==> src/hdl/smc_pkg.sv <==
/* Static memory controller shared definitions
   Bus codes, register map, reset values and FSM state codes */

package smc_pkg;

  // AHB transfer types
  localparam logic [1:0] HTRANS_IDLE   = 2'b00;
  localparam logic [1:0] HTRANS_BUSY   = 2'b01;
  localparam logic [1:0] HTRANS_NONSEQ = 2'b10;
  localparam logic [1:0] HTRANS_SEQ    = 2'b11;

  // AHB sizes, anything above word is illegal here
  localparam logic [2:0] HSIZE_BYTE = 3'b000;
  localparam logic [2:0] HSIZE_HALF = 3'b001;
  localparam logic [2:0] HSIZE_WORD = 3'b010;

  localparam logic [1:0] HRESP_OKAY  = 2'b00;
  localparam logic [1:0] HRESP_ERROR = 2'b01;

  // ----------------------------------------------------------------------
  // APB register map
  // ----------------------------------------------------------------------
  localparam logic [4:0] REG_CTRL   = 5'h00; // [0] enable, [1] write protect
  localparam logic [4:0] REG_TIMING = 5'h04; // [3:0] rd wait, [7:4] wr wait
  localparam logic [4:0] REG_STATUS = 5'h08; // [15:0] error count

  localparam logic [1:0] CTRL_RESET    = 2'b01; // Enabled, unprotected
  localparam logic [3:0] RD_WAIT_RESET = 4'd2;
  localparam logic [3:0] WR_WAIT_RESET = 4'd1;
  localparam int         ERR_CNT_W     = 16;

  // Front end FSM states
  localparam logic [2:0] AHB_IDLE      = 3'd0;
  localparam logic [2:0] AHB_WAIT_DATA = 3'd1;
  localparam logic [2:0] AHB_REQUEST   = 3'd2;
  localparam logic [2:0] AHB_COMPLETE  = 3'd3;
  localparam logic [2:0] AHB_ERROR1    = 3'd4;
  localparam logic [2:0] AHB_ERROR2    = 3'd5;

  // Sequencer FSM states
  localparam logic [1:0] SEQ_IDLE   = 2'd0;
  localparam logic [1:0] SEQ_ACCESS = 2'd1;
  localparam logic [1:0] SEQ_ACK    = 2'd2;

endpackage
==> src/hdl/smc_top.sv <==
/* Static memory controller top level
   AHB front end, memory sequencer and APB registers on one clock */

module smc_top (
  input  logic        hclk,
  input  logic        rst,
  // AHB-Lite
  input  logic [31:0] haddr,
  input  logic [1:0]  htrans,
  input  logic        hsel,
  input  logic        hwrite,
  input  logic [2:0]  hsize,
  input  logic [31:0] hwdata,
  input  logic        hready,
  output logic [31:0] smc_hrdata,
  output logic        smc_hready,
  output logic [1:0]  smc_hresp,
  output logic        smc_valid,
  output logic        smc_busy,
  // APB, sampled on hclk
  input  logic        psel,
  input  logic        penable,
  input  logic        pwrite,
  input  logic [4:0]  paddr,
  input  logic [31:0] pwdata,
  output logic [31:0] prdata,
  // External memory
  input  logic [31:0] data_smc,
  output logic [31:0] smc_addr,
  output logic [31:0] smc_data,
  output logic [3:0]  smc_n_be,
  output logic        smc_n_cs,
  output logic        smc_n_rd,
  output logic        smc_n_wr,
  output logic [3:0]  smc_n_we,
  output logic        smc_n_ext_oe
);

  logic        req;
  logic        ack;
  logic        acc_write;
  logic [31:0] acc_addr;
  logic [31:0] acc_wdata;
  logic [3:0]  acc_be;
  logic [31:0] rd_data;
  logic        cfg_enable;
  logic        cfg_wprot;
  logic [3:0]  cfg_rd_wait;
  logic [3:0]  cfg_wr_wait;
  logic        err_pulse;

  smc_ahb_slave u_ahb (
    .hclk       (hclk),
    .rst        (rst),
    .haddr      (haddr),
    .htrans     (htrans),
    .hsel       (hsel),
    .hwrite     (hwrite),
    .hsize      (hsize),
    .hwdata     (hwdata),
    .hready     (hready),
    .cfg_enable (cfg_enable),
    .cfg_wprot  (cfg_wprot),
    .ack        (ack),
    .rd_data    (rd_data),
    .smc_hrdata (smc_hrdata),
    .smc_hready (smc_hready),
    .smc_hresp  (smc_hresp),
    .smc_valid  (smc_valid),
    .smc_busy   (smc_busy),
    .req        (req),
    .acc_write  (acc_write),
    .acc_addr   (acc_addr),
    .acc_wdata  (acc_wdata),
    .acc_be     (acc_be),
    .err_pulse  (err_pulse)
  );

  smc_mem_seq u_seq (
    .hclk         (hclk),
    .rst          (rst),
    .req          (req),
    .acc_write    (acc_write),
    .acc_addr     (acc_addr),
    .acc_wdata    (acc_wdata),
    .acc_be       (acc_be),
    .cfg_rd_wait  (cfg_rd_wait),
    .cfg_wr_wait  (cfg_wr_wait),
    .data_smc     (data_smc),
    .ack          (ack),
    .rd_data      (rd_data),
    .smc_addr     (smc_addr),
    .smc_data     (smc_data),
    .smc_n_be     (smc_n_be),
    .smc_n_cs     (smc_n_cs),
    .smc_n_rd     (smc_n_rd),
    .smc_n_wr     (smc_n_wr),
    .smc_n_we     (smc_n_we),
    .smc_n_ext_oe (smc_n_ext_oe)
  );

  smc_cfg_regs u_cfg (
    .hclk        (hclk),
    .rst         (rst),
    .psel        (psel),
    .penable     (penable),
    .pwrite      (pwrite),
    .paddr       (paddr),
    .pwdata      (pwdata),
    .err_pulse   (err_pulse),
    .prdata      (prdata),
    .cfg_enable  (cfg_enable),
    .cfg_wprot   (cfg_wprot),
    .cfg_rd_wait (cfg_rd_wait),
    .cfg_wr_wait (cfg_wr_wait)
  );

endmodule

==> src/hdl/smc_mem_seq.sv <==
/* External memory sequencer
   Runs one timed read or write on the asynchronous device per req/ack handshake */

module smc_mem_seq
  import smc_pkg::*;
(
  input  logic        hclk,
  input  logic        rst,
  input  logic        req,
  input  logic        acc_write,
  input  logic [31:0] acc_addr,
  input  logic [31:0] acc_wdata,
  input  logic [3:0]  acc_be,
  input  logic [3:0]  cfg_rd_wait,
  input  logic [3:0]  cfg_wr_wait,
  input  logic [31:0] data_smc,      // From device
  output logic        ack,
  output logic [31:0] rd_data,
  output logic [31:0] smc_addr,
  output logic [31:0] smc_data,
  output logic [3:0]  smc_n_be,
  output logic        smc_n_cs,
  output logic        smc_n_rd,
  output logic        smc_n_wr,
  output logic [3:0]  smc_n_we,
  output logic        smc_n_ext_oe
);

  logic [1:0] state;
  logic [3:0] wait_cnt;   // Strobe cycles left minus one
  logic       start;
  logic       last;

  assign start = (state == SEQ_IDLE) && req;
  assign last  = (state == SEQ_ACCESS) && (wait_cnt == 4'd0);

  // ----------------------------------------------------------------------
  // Strobe timing
  // ----------------------------------------------------------------------
  always_ff @(posedge hclk) begin
    if (rst) begin
      state        <= SEQ_IDLE;
      wait_cnt     <= 4'd0;
      ack          <= 1'b0;
      smc_n_cs     <= 1'b1;
      smc_n_rd     <= 1'b1;
      smc_n_wr     <= 1'b1;
      smc_n_we     <= 4'hf;
      smc_n_be     <= 4'hf;
      smc_n_ext_oe <= 1'b1;
    end else begin
      case (state)
        SEQ_IDLE: begin
          if (req) begin
            state        <= SEQ_ACCESS;
            wait_cnt     <= acc_write ? cfg_wr_wait : cfg_rd_wait;
            smc_n_cs     <= 1'b0;
            smc_n_be     <= ~acc_be;
            smc_n_rd     <= acc_write;
            smc_n_wr     <= !acc_write;
            smc_n_we     <= acc_write ? ~acc_be : 4'hf; // Per-byte write lanes
            smc_n_ext_oe <= !acc_write;                 // Drive bus for writes
          end
        end
        SEQ_ACCESS: begin
          if (last) begin
            // Release everything together, device latches on rising n_we
            smc_n_cs     <= 1'b1;
            smc_n_rd     <= 1'b1;
            smc_n_wr     <= 1'b1;
            smc_n_we     <= 4'hf;
            smc_n_be     <= 4'hf;
            smc_n_ext_oe <= 1'b1;
            ack          <= 1'b1;
            state        <= SEQ_ACK;
          end else begin
            wait_cnt <= wait_cnt - 1'b1;
          end
        end
        SEQ_ACK: begin
          if (!req) begin
            ack   <= 1'b0;               // Fourth phase
            state <= SEQ_IDLE;
          end
        end
        default: state <= SEQ_IDLE;
      endcase
    end
  end

  // Address, write data and read capture
  always_ff @(posedge hclk) begin
    if (start) begin
      smc_addr <= acc_addr;
      smc_data <= acc_wdata;             // Held past n_we release
    end
    if (last && !smc_n_rd) begin
      rd_data <= data_smc;               // Last strobe cycle
    end
  end

endmodule

==> src/hdl/smc_ahb_slave.sv <==
/* AHB-Lite front end of the memory controller
   Captures single transfers, screens them and hands legal ones to the sequencer */

module smc_ahb_slave
  import smc_pkg::*;
(
  input  logic        hclk,
  input  logic        rst,
  input  logic [31:0] haddr,
  input  logic [1:0]  htrans,
  input  logic        hsel,
  input  logic        hwrite,
  input  logic [2:0]  hsize,
  input  logic [31:0] hwdata,
  input  logic        hready,
  input  logic        cfg_enable,
  input  logic        cfg_wprot,
  input  logic        ack,
  input  logic [31:0] rd_data,
  output logic [31:0] smc_hrdata,
  output logic        smc_hready,
  output logic [1:0]  smc_hresp,
  output logic        smc_valid,
  output logic        smc_busy,
  output logic        req,
  output logic        acc_write,
  output logic [31:0] acc_addr,
  output logic [31:0] acc_wdata,
  output logic [3:0]  acc_be,
  output logic        err_pulse
);

  logic [2:0] state;
  logic       addr_valid;   // Address phase taken this edge
  logic       legal;
  logic [3:0] be_dec;

  // Only sampled while our own data phase is not stalled
  assign addr_valid = hsel && hready && smc_hready &&
                      ((htrans == HTRANS_NONSEQ) || (htrans == HTRANS_SEQ));

  assign legal = cfg_enable && !(hwrite && cfg_wprot) && (hsize <= HSIZE_WORD);

  assign smc_busy = (state != AHB_IDLE); // Acceptance until ack has fallen

  // Byte lanes from size and low address bits
  always_comb begin
    case (hsize)
      HSIZE_BYTE: be_dec = 4'b0001 << haddr[1:0];
      HSIZE_HALF: be_dec = haddr[1] ? 4'b1100 : 4'b0011;
      default:    be_dec = 4'b1111;   // Word
    endcase
  end

  // ----------------------------------------------------------------------
  // Control FSM
  // ----------------------------------------------------------------------
  always_ff @(posedge hclk) begin
    if (rst) begin
      state      <= AHB_IDLE;
      smc_hready <= 1'b1;
      smc_hresp  <= HRESP_OKAY;
      smc_valid  <= 1'b0;
      req        <= 1'b0;
      err_pulse  <= 1'b0;
    end else begin
      smc_valid <= addr_valid && legal;
      err_pulse <= addr_valid && !legal;  // Single count per error
      case (state)
        AHB_WAIT_DATA: begin
          state <= AHB_REQUEST;           // hwdata taken this edge
        end
        AHB_REQUEST: begin
          if (!req && !ack) begin
            req <= 1'b1;                  // Previous ack gone, start access
          end else if (req && ack) begin
            req        <= 1'b0;
            smc_hready <= 1'b1;           // Data phase ends
            state      <= AHB_COMPLETE;
          end
        end
        AHB_ERROR1: begin
          smc_hready <= 1'b1;             // Second error cycle
          state      <= AHB_ERROR2;
        end
        default: begin                    // Idle, complete, error2
          if (addr_valid) begin
            smc_hready <= 1'b0;
            if (legal) begin
              smc_hresp <= HRESP_OKAY;
              state     <= AHB_WAIT_DATA;
            end else begin
              smc_hresp <= HRESP_ERROR;   // Never reaches the device
              state     <= AHB_ERROR1;
            end
          end else begin
            smc_hready <= 1'b1;
            smc_hresp  <= HRESP_OKAY;
            state      <= AHB_IDLE;
          end
        end
      endcase
    end
  end

  // Access fields and read data
  always_ff @(posedge hclk) begin
    if (addr_valid) begin
      acc_addr  <= {haddr[31:2], 2'b00}; // Word aligned
      acc_write <= hwrite;
      acc_be    <= be_dec;
    end
    if (state == AHB_WAIT_DATA) begin
      acc_wdata <= hwdata;
    end
    if ((state == AHB_REQUEST) && req && ack) begin
      smc_hrdata <= rd_data;
    end
  end

endmodule

==> src/hdl/smc_cfg_regs.sv <==
/* Configuration registers of the memory controller on APB
   Enable, write protect, wait states and a saturating error counter */

module smc_cfg_regs
  import smc_pkg::*;
(
  input  logic        hclk,
  input  logic        rst,
  input  logic        psel,
  input  logic        penable,
  input  logic        pwrite,
  input  logic [4:0]  paddr,
  input  logic [31:0] pwdata,
  input  logic        err_pulse,   // One per error response
  output logic [31:0] prdata,
  output logic        cfg_enable,
  output logic        cfg_wprot,
  output logic [3:0]  cfg_rd_wait,
  output logic [3:0]  cfg_wr_wait
);

  logic [1:0]           ctrl_q;
  logic [ERR_CNT_W-1:0] err_cnt;
  logic                 apb_wr;

  assign apb_wr = psel && penable && pwrite; // Access phase commit

  assign cfg_enable = ctrl_q[0];
  assign cfg_wprot  = ctrl_q[1];

  // ----------------------------------------------------------------------
  // Register writes
  // ----------------------------------------------------------------------
  always_ff @(posedge hclk) begin
    if (rst) begin
      ctrl_q      <= CTRL_RESET;
      cfg_rd_wait <= RD_WAIT_RESET;
      cfg_wr_wait <= WR_WAIT_RESET;
    end else if (apb_wr) begin
      if (paddr == REG_CTRL) begin
        ctrl_q <= pwdata[1:0];
      end
      if (paddr == REG_TIMING) begin
        cfg_rd_wait <= pwdata[3:0];
        cfg_wr_wait <= pwdata[7:4];
      end
    end
  end

  // Error counter, write of any value clears
  always_ff @(posedge hclk) begin
    if (rst) begin
      err_cnt <= '0;
    end else if (apb_wr && (paddr == REG_STATUS)) begin
      err_cnt <= '0;                      // Clear beats a same-cycle error
    end else if (err_pulse && (err_cnt != {ERR_CNT_W{1'b1}})) begin
      err_cnt <= err_cnt + 1'b1;          // Sticks at max
    end
  end

  // Readback straight from the address
  always_comb begin
    case (paddr)
      REG_CTRL:   prdata = {30'd0, ctrl_q};
      REG_TIMING: prdata = {24'd0, cfg_wr_wait, cfg_rd_wait};
      REG_STATUS: prdata = {{(32-ERR_CNT_W){1'b0}}, err_cnt};
      default:    prdata = 32'd0;         // Unmapped
    endcase
  end

endmodule

==> config.mk <==
export PLATFORM = sky130hd
export DESIGN_NAME = smc_top
export DESIGN_NICKNAME = d
export VERILOG_FILES = /design/src/hdl/smc_pkg.sv /design/src/hdl/smc_top.sv /design/src/hdl/smc_mem_seq.sv /design/src/hdl/smc_ahb_slave.sv /design/src/hdl/smc_cfg_regs.sv
export SDC_FILE = /design/constraint.sdc
export NUM_CORES = 1
export LEC_CHECK = 0
export BUFFER_PORTS_ARGS = -buffer_cell sky130_fd_sc_hd__clkbuf_2
export CORE_UTILIZATION = 24
export DETAILED_ROUTE_END_ITERATION = 6
export GPL_TIMING_DRIVEN = 0
export PLACE_DENSITY = 0.44
export SLEW_MARGIN = 30
export SYNTH_ARGS = -nofsm -noshare
export SYNTH_HDL_FRONTEND = slang
export SYNTH_SLANG_ARGS = --single-unit
==> constraint.sdc <==
create_clock -name hclk -period 9.2 [get_ports hclk]
set_input_delay 0.46 -clock hclk [delete_from_list [all_inputs] [get_ports hclk]]
set_output_delay 0.46 -clock hclk [all_outputs]
set_load 0.03 [all_outputs]
==> metrics <==
synthesized netlist cell count=539; TritonCTS clock tree=yes; Core Util, Final=0.322; Detail Route met3 WL=between 1500 and 2000 um; Residual DRC=0; Num CTS Buffers=26; commonest non-fill, non-tap cell in the layout=clkbuf_2; CTS max path bufs=3; Reg2Reg Depth=6; Post-synth EDFFs=193; Setup CP Type=in2out; DIE AREA=~37000 um^2; Pleak=0.00436 uW; hold slack=0.0999 ns; Hold Path End=u_ahb.acc_wdata[23]; Comb pwr share=0.052; Core Area=35500 um^2; Switching Power=496 uW; CTS root buf=clkbuf_16; most frequent cells in the layout=clkbuf_2 (246), edfxtp_1 (193), dfxtp_1 (52); Boundary Pins=291; status=completed; largest net degree at the start of global routing=46; Tmin final=2.49 ns; clk_skew=0.0106 ns; Final Max Tran Viols=0; M1 WL=9340 um; Fmax achieved=0.401 GHz; clk_lat worst skew=between 0.5 and 0.6 ns; # port buffers=246; GPL Wtd Cong=0.715; worst slew pin tran=0.783 ns; met2 WL post-DR=9050 um; per-cell routed wire length=about 15 um; P_int=around 1800 uW; area growth from synthesis to layout=32.2%; Hold Vio Cnt, Final=0; Post-Syn Area per Cell=16.0 um^2; first-pass GRT wire length=30400 um; Power, Total=between 2000 and 2500 uW; PostCTS Resize Cnt=0; RSZ-0062 raised after global routing=false; number of H-tree levels=1; Seq cells post-synth=245; routed wire length=20400 um; Clk pin slew, worst setup/hold paths=0.06 ns; DRT antenna net count=0; Sink Count=roughly 250; ys flop type=edfxtp_1; hold_buf cts=0; initial antenna violation count=1; sequential-to-total area share from yosys stat=0.792; Pre-Repair DR Iteration Count=4; grt ovf=0; CP Capture Type=output port; hold path startpoint=hwdata[23]; DR vias=5394; TNS Setup=0 ns; max cap viols=0; Peak VDD IR=0.000131 V; number of global-route vias before repair=5154; Nets=992; fin crit share=0.271; share of synthesized registers carrying an async set or reset=0; FF-to-FF End=u_seq.rd_data[18]; hold crit path type=in2reg; Post-DP HPWL=15100 um; filler cell count=3526; worst r2r src=u_seq.wait_cnt[0]; Hold Path Cell Cnt=1; multi-input logic area=1630 um^2; Post-CTS Setup Repair Bufs=0; worst endpoint data arrival time=2.03 ns; Mapped Area=~8600 um^2; die width=between 150 and 200 um; Via-to-Cell Ratio=4.08; Pwr per Cell Area=198 nW/um^2; row cnt=69; Worst setup SP type=input pin; Finish-stage setup viols=0; DR top layer=met4; layout cells sized above 1=0.384; FF-to-FF setup slack=7.06 ns; slew margin rel.=0.475; die span in y=192 um; synth warn=0; Sw Ratio=0.219; total track usage=0.109; register area=6840 um^2; Cell variety after synth=52; iteration-0 DRC count of the detailed router=340; Worst Path Required=8.74 ns; Initial Utilization=0.243; Clock power frac=0.411; CP max FO=10; Sequential Power Share=0.537
-- per-stage QoR --
stage / std cells / setup slack, ns / instance area, um^2
after global placement: 1264 / 3.16 / 10500
after detailed placement: 1274 / 6.74 / 10700
after floorplan: 557 / 4.99 / 8700
after global routing: 1321 / 6.56 / 11400
final: 1322 / 6.71 / 11400
after CTS: 1321 / 6.73 / 11400
-- registers in the layout (all words and copies together) (netlist names), 2 cells and up --
register           cells
u_cfg.err_cnt         16
u_seq.smc_addr        30
u_ahb.acc_wdata       32
u_ahb.acc_be           4
u_seq.smc_n_we         4
u_ahb.state            3
u_cfg.ctrl_q           2
u_seq.wait_cnt         4
u_cfg.cfg_rd_wait      4
u_seq.smc_data        32
u_cfg.cfg_wr_wait      4
u_ahb.smc_hrdata      32
u_seq.rd_data         32
u_seq.smc_n_be         4
u_ahb.acc_addr        30
u_seq.state            2
-- cells by family after synthesis --
logic type	count (synthesis)	synth area share
flip-flops	245	0.792
AND/OR/NAND/NOR	144	0.0923
AO/OA/AOI/OAI	83	0.0591
buffers and inverters	44	0.0294
multiplexers	15	0.0175
adder cells (fa/ha/maj)	5	0.00725
XOR/XNOR	2	0.00203
other	1	0.000434
-- cell usage after synthesis, types with 2 or more instances --
cell type	count	area, um^2
edfxtp_1	193	5800
dfxtp_1	52	1040
nor2_1	33	124
o21ai_0	29	145
a21oi_1	23	115
buf_4	21	158
nand2_1	20	75.1
mux2i_1	14	140
nand2b_1	14	87.6
nand3_1	13	65.1
and3_1	12	75.1
nor2b_1	12	75.1
clkbuf_1	10	37.5
inv_1	10	37.5
or3_1	7	43.8
a22o_1	6	52.6
nor3_1	6	30.0
a211o_1	5	43.8
and4_1	5	43.8
ha_1	5	62.6
or4_1	5	37.5
nand4_1	4	25.0
o31ai_1	4	30.0
a211oi_1	2	15.0
a21o_1	2	15.0
a31oi_1	2	12.5
buf_2	2	10.0
nand3b_1	2	15.0
nor3b_1	2	15.0
or3b_2	2	17.5
-- layout make-up --
| cell class | count | share of cell area |
|---|---|---|
| Antenna cell | 1 | 0.000219 |
| Buffer | 34 | 0.0192 |
| Clock buffer | 28 | 0.0576 |
| Clock inverter | 19 | 0.00910 |
| Inverter | 10 | 0.00329 |
| Multi-Input combinational cell | 268 | 0.143 |
| Sequential cell | 245 | 0.599 |
| Tap cell | 461 | 0.0505 |
| Timing Repair Buffer | 256 | 0.118 |
-- layer usage --
metal	track usage	up-vias
li1	-	2615
met1	0.148	2536
met2	0.169	213
met3	0.0252	30
met4	0.0375	0
met5	0	-
-- worst max-delay path, stage by stage --
cell      delay (ns)
clkbuf_2        0.09
nor3_1          0.63
and2_0          0.20
buf_2           0.19
a22o_1          0.23
clkbuf_2        0.23
-- how the worst max path moves through the flow --
stage / slack [ns] / endpoint / start
4_1_cts: 6.73 / prdata[6] / paddr[1]
5_1_grt: 6.56 / prdata[7] / paddr[1]
6_report: 6.71 / prdata[6] / paddr[1]
3_5_place_dp: 6.74 / prdata[6] / paddr[1]
2_1_floorplan: 4.99 / u_ahb.smc_hrdata[0] / u_ahb.state[1]
3_3_place_gp: 3.16 / u_ahb.smc_hrdata[10] / u_ahb.state[1]
-- power groups by stage --
stage	sequential, uW	clock (uW)	combinational (uW)
after detailed placement	1240	0	119
after CTS	1220	965	120
after global placement	1240	0	114
after global routing	1220	1010	129
final	1220	931	118
after floorplan	1260	0	48.1
Note: power is estimated with default switching activity, not from simulation.
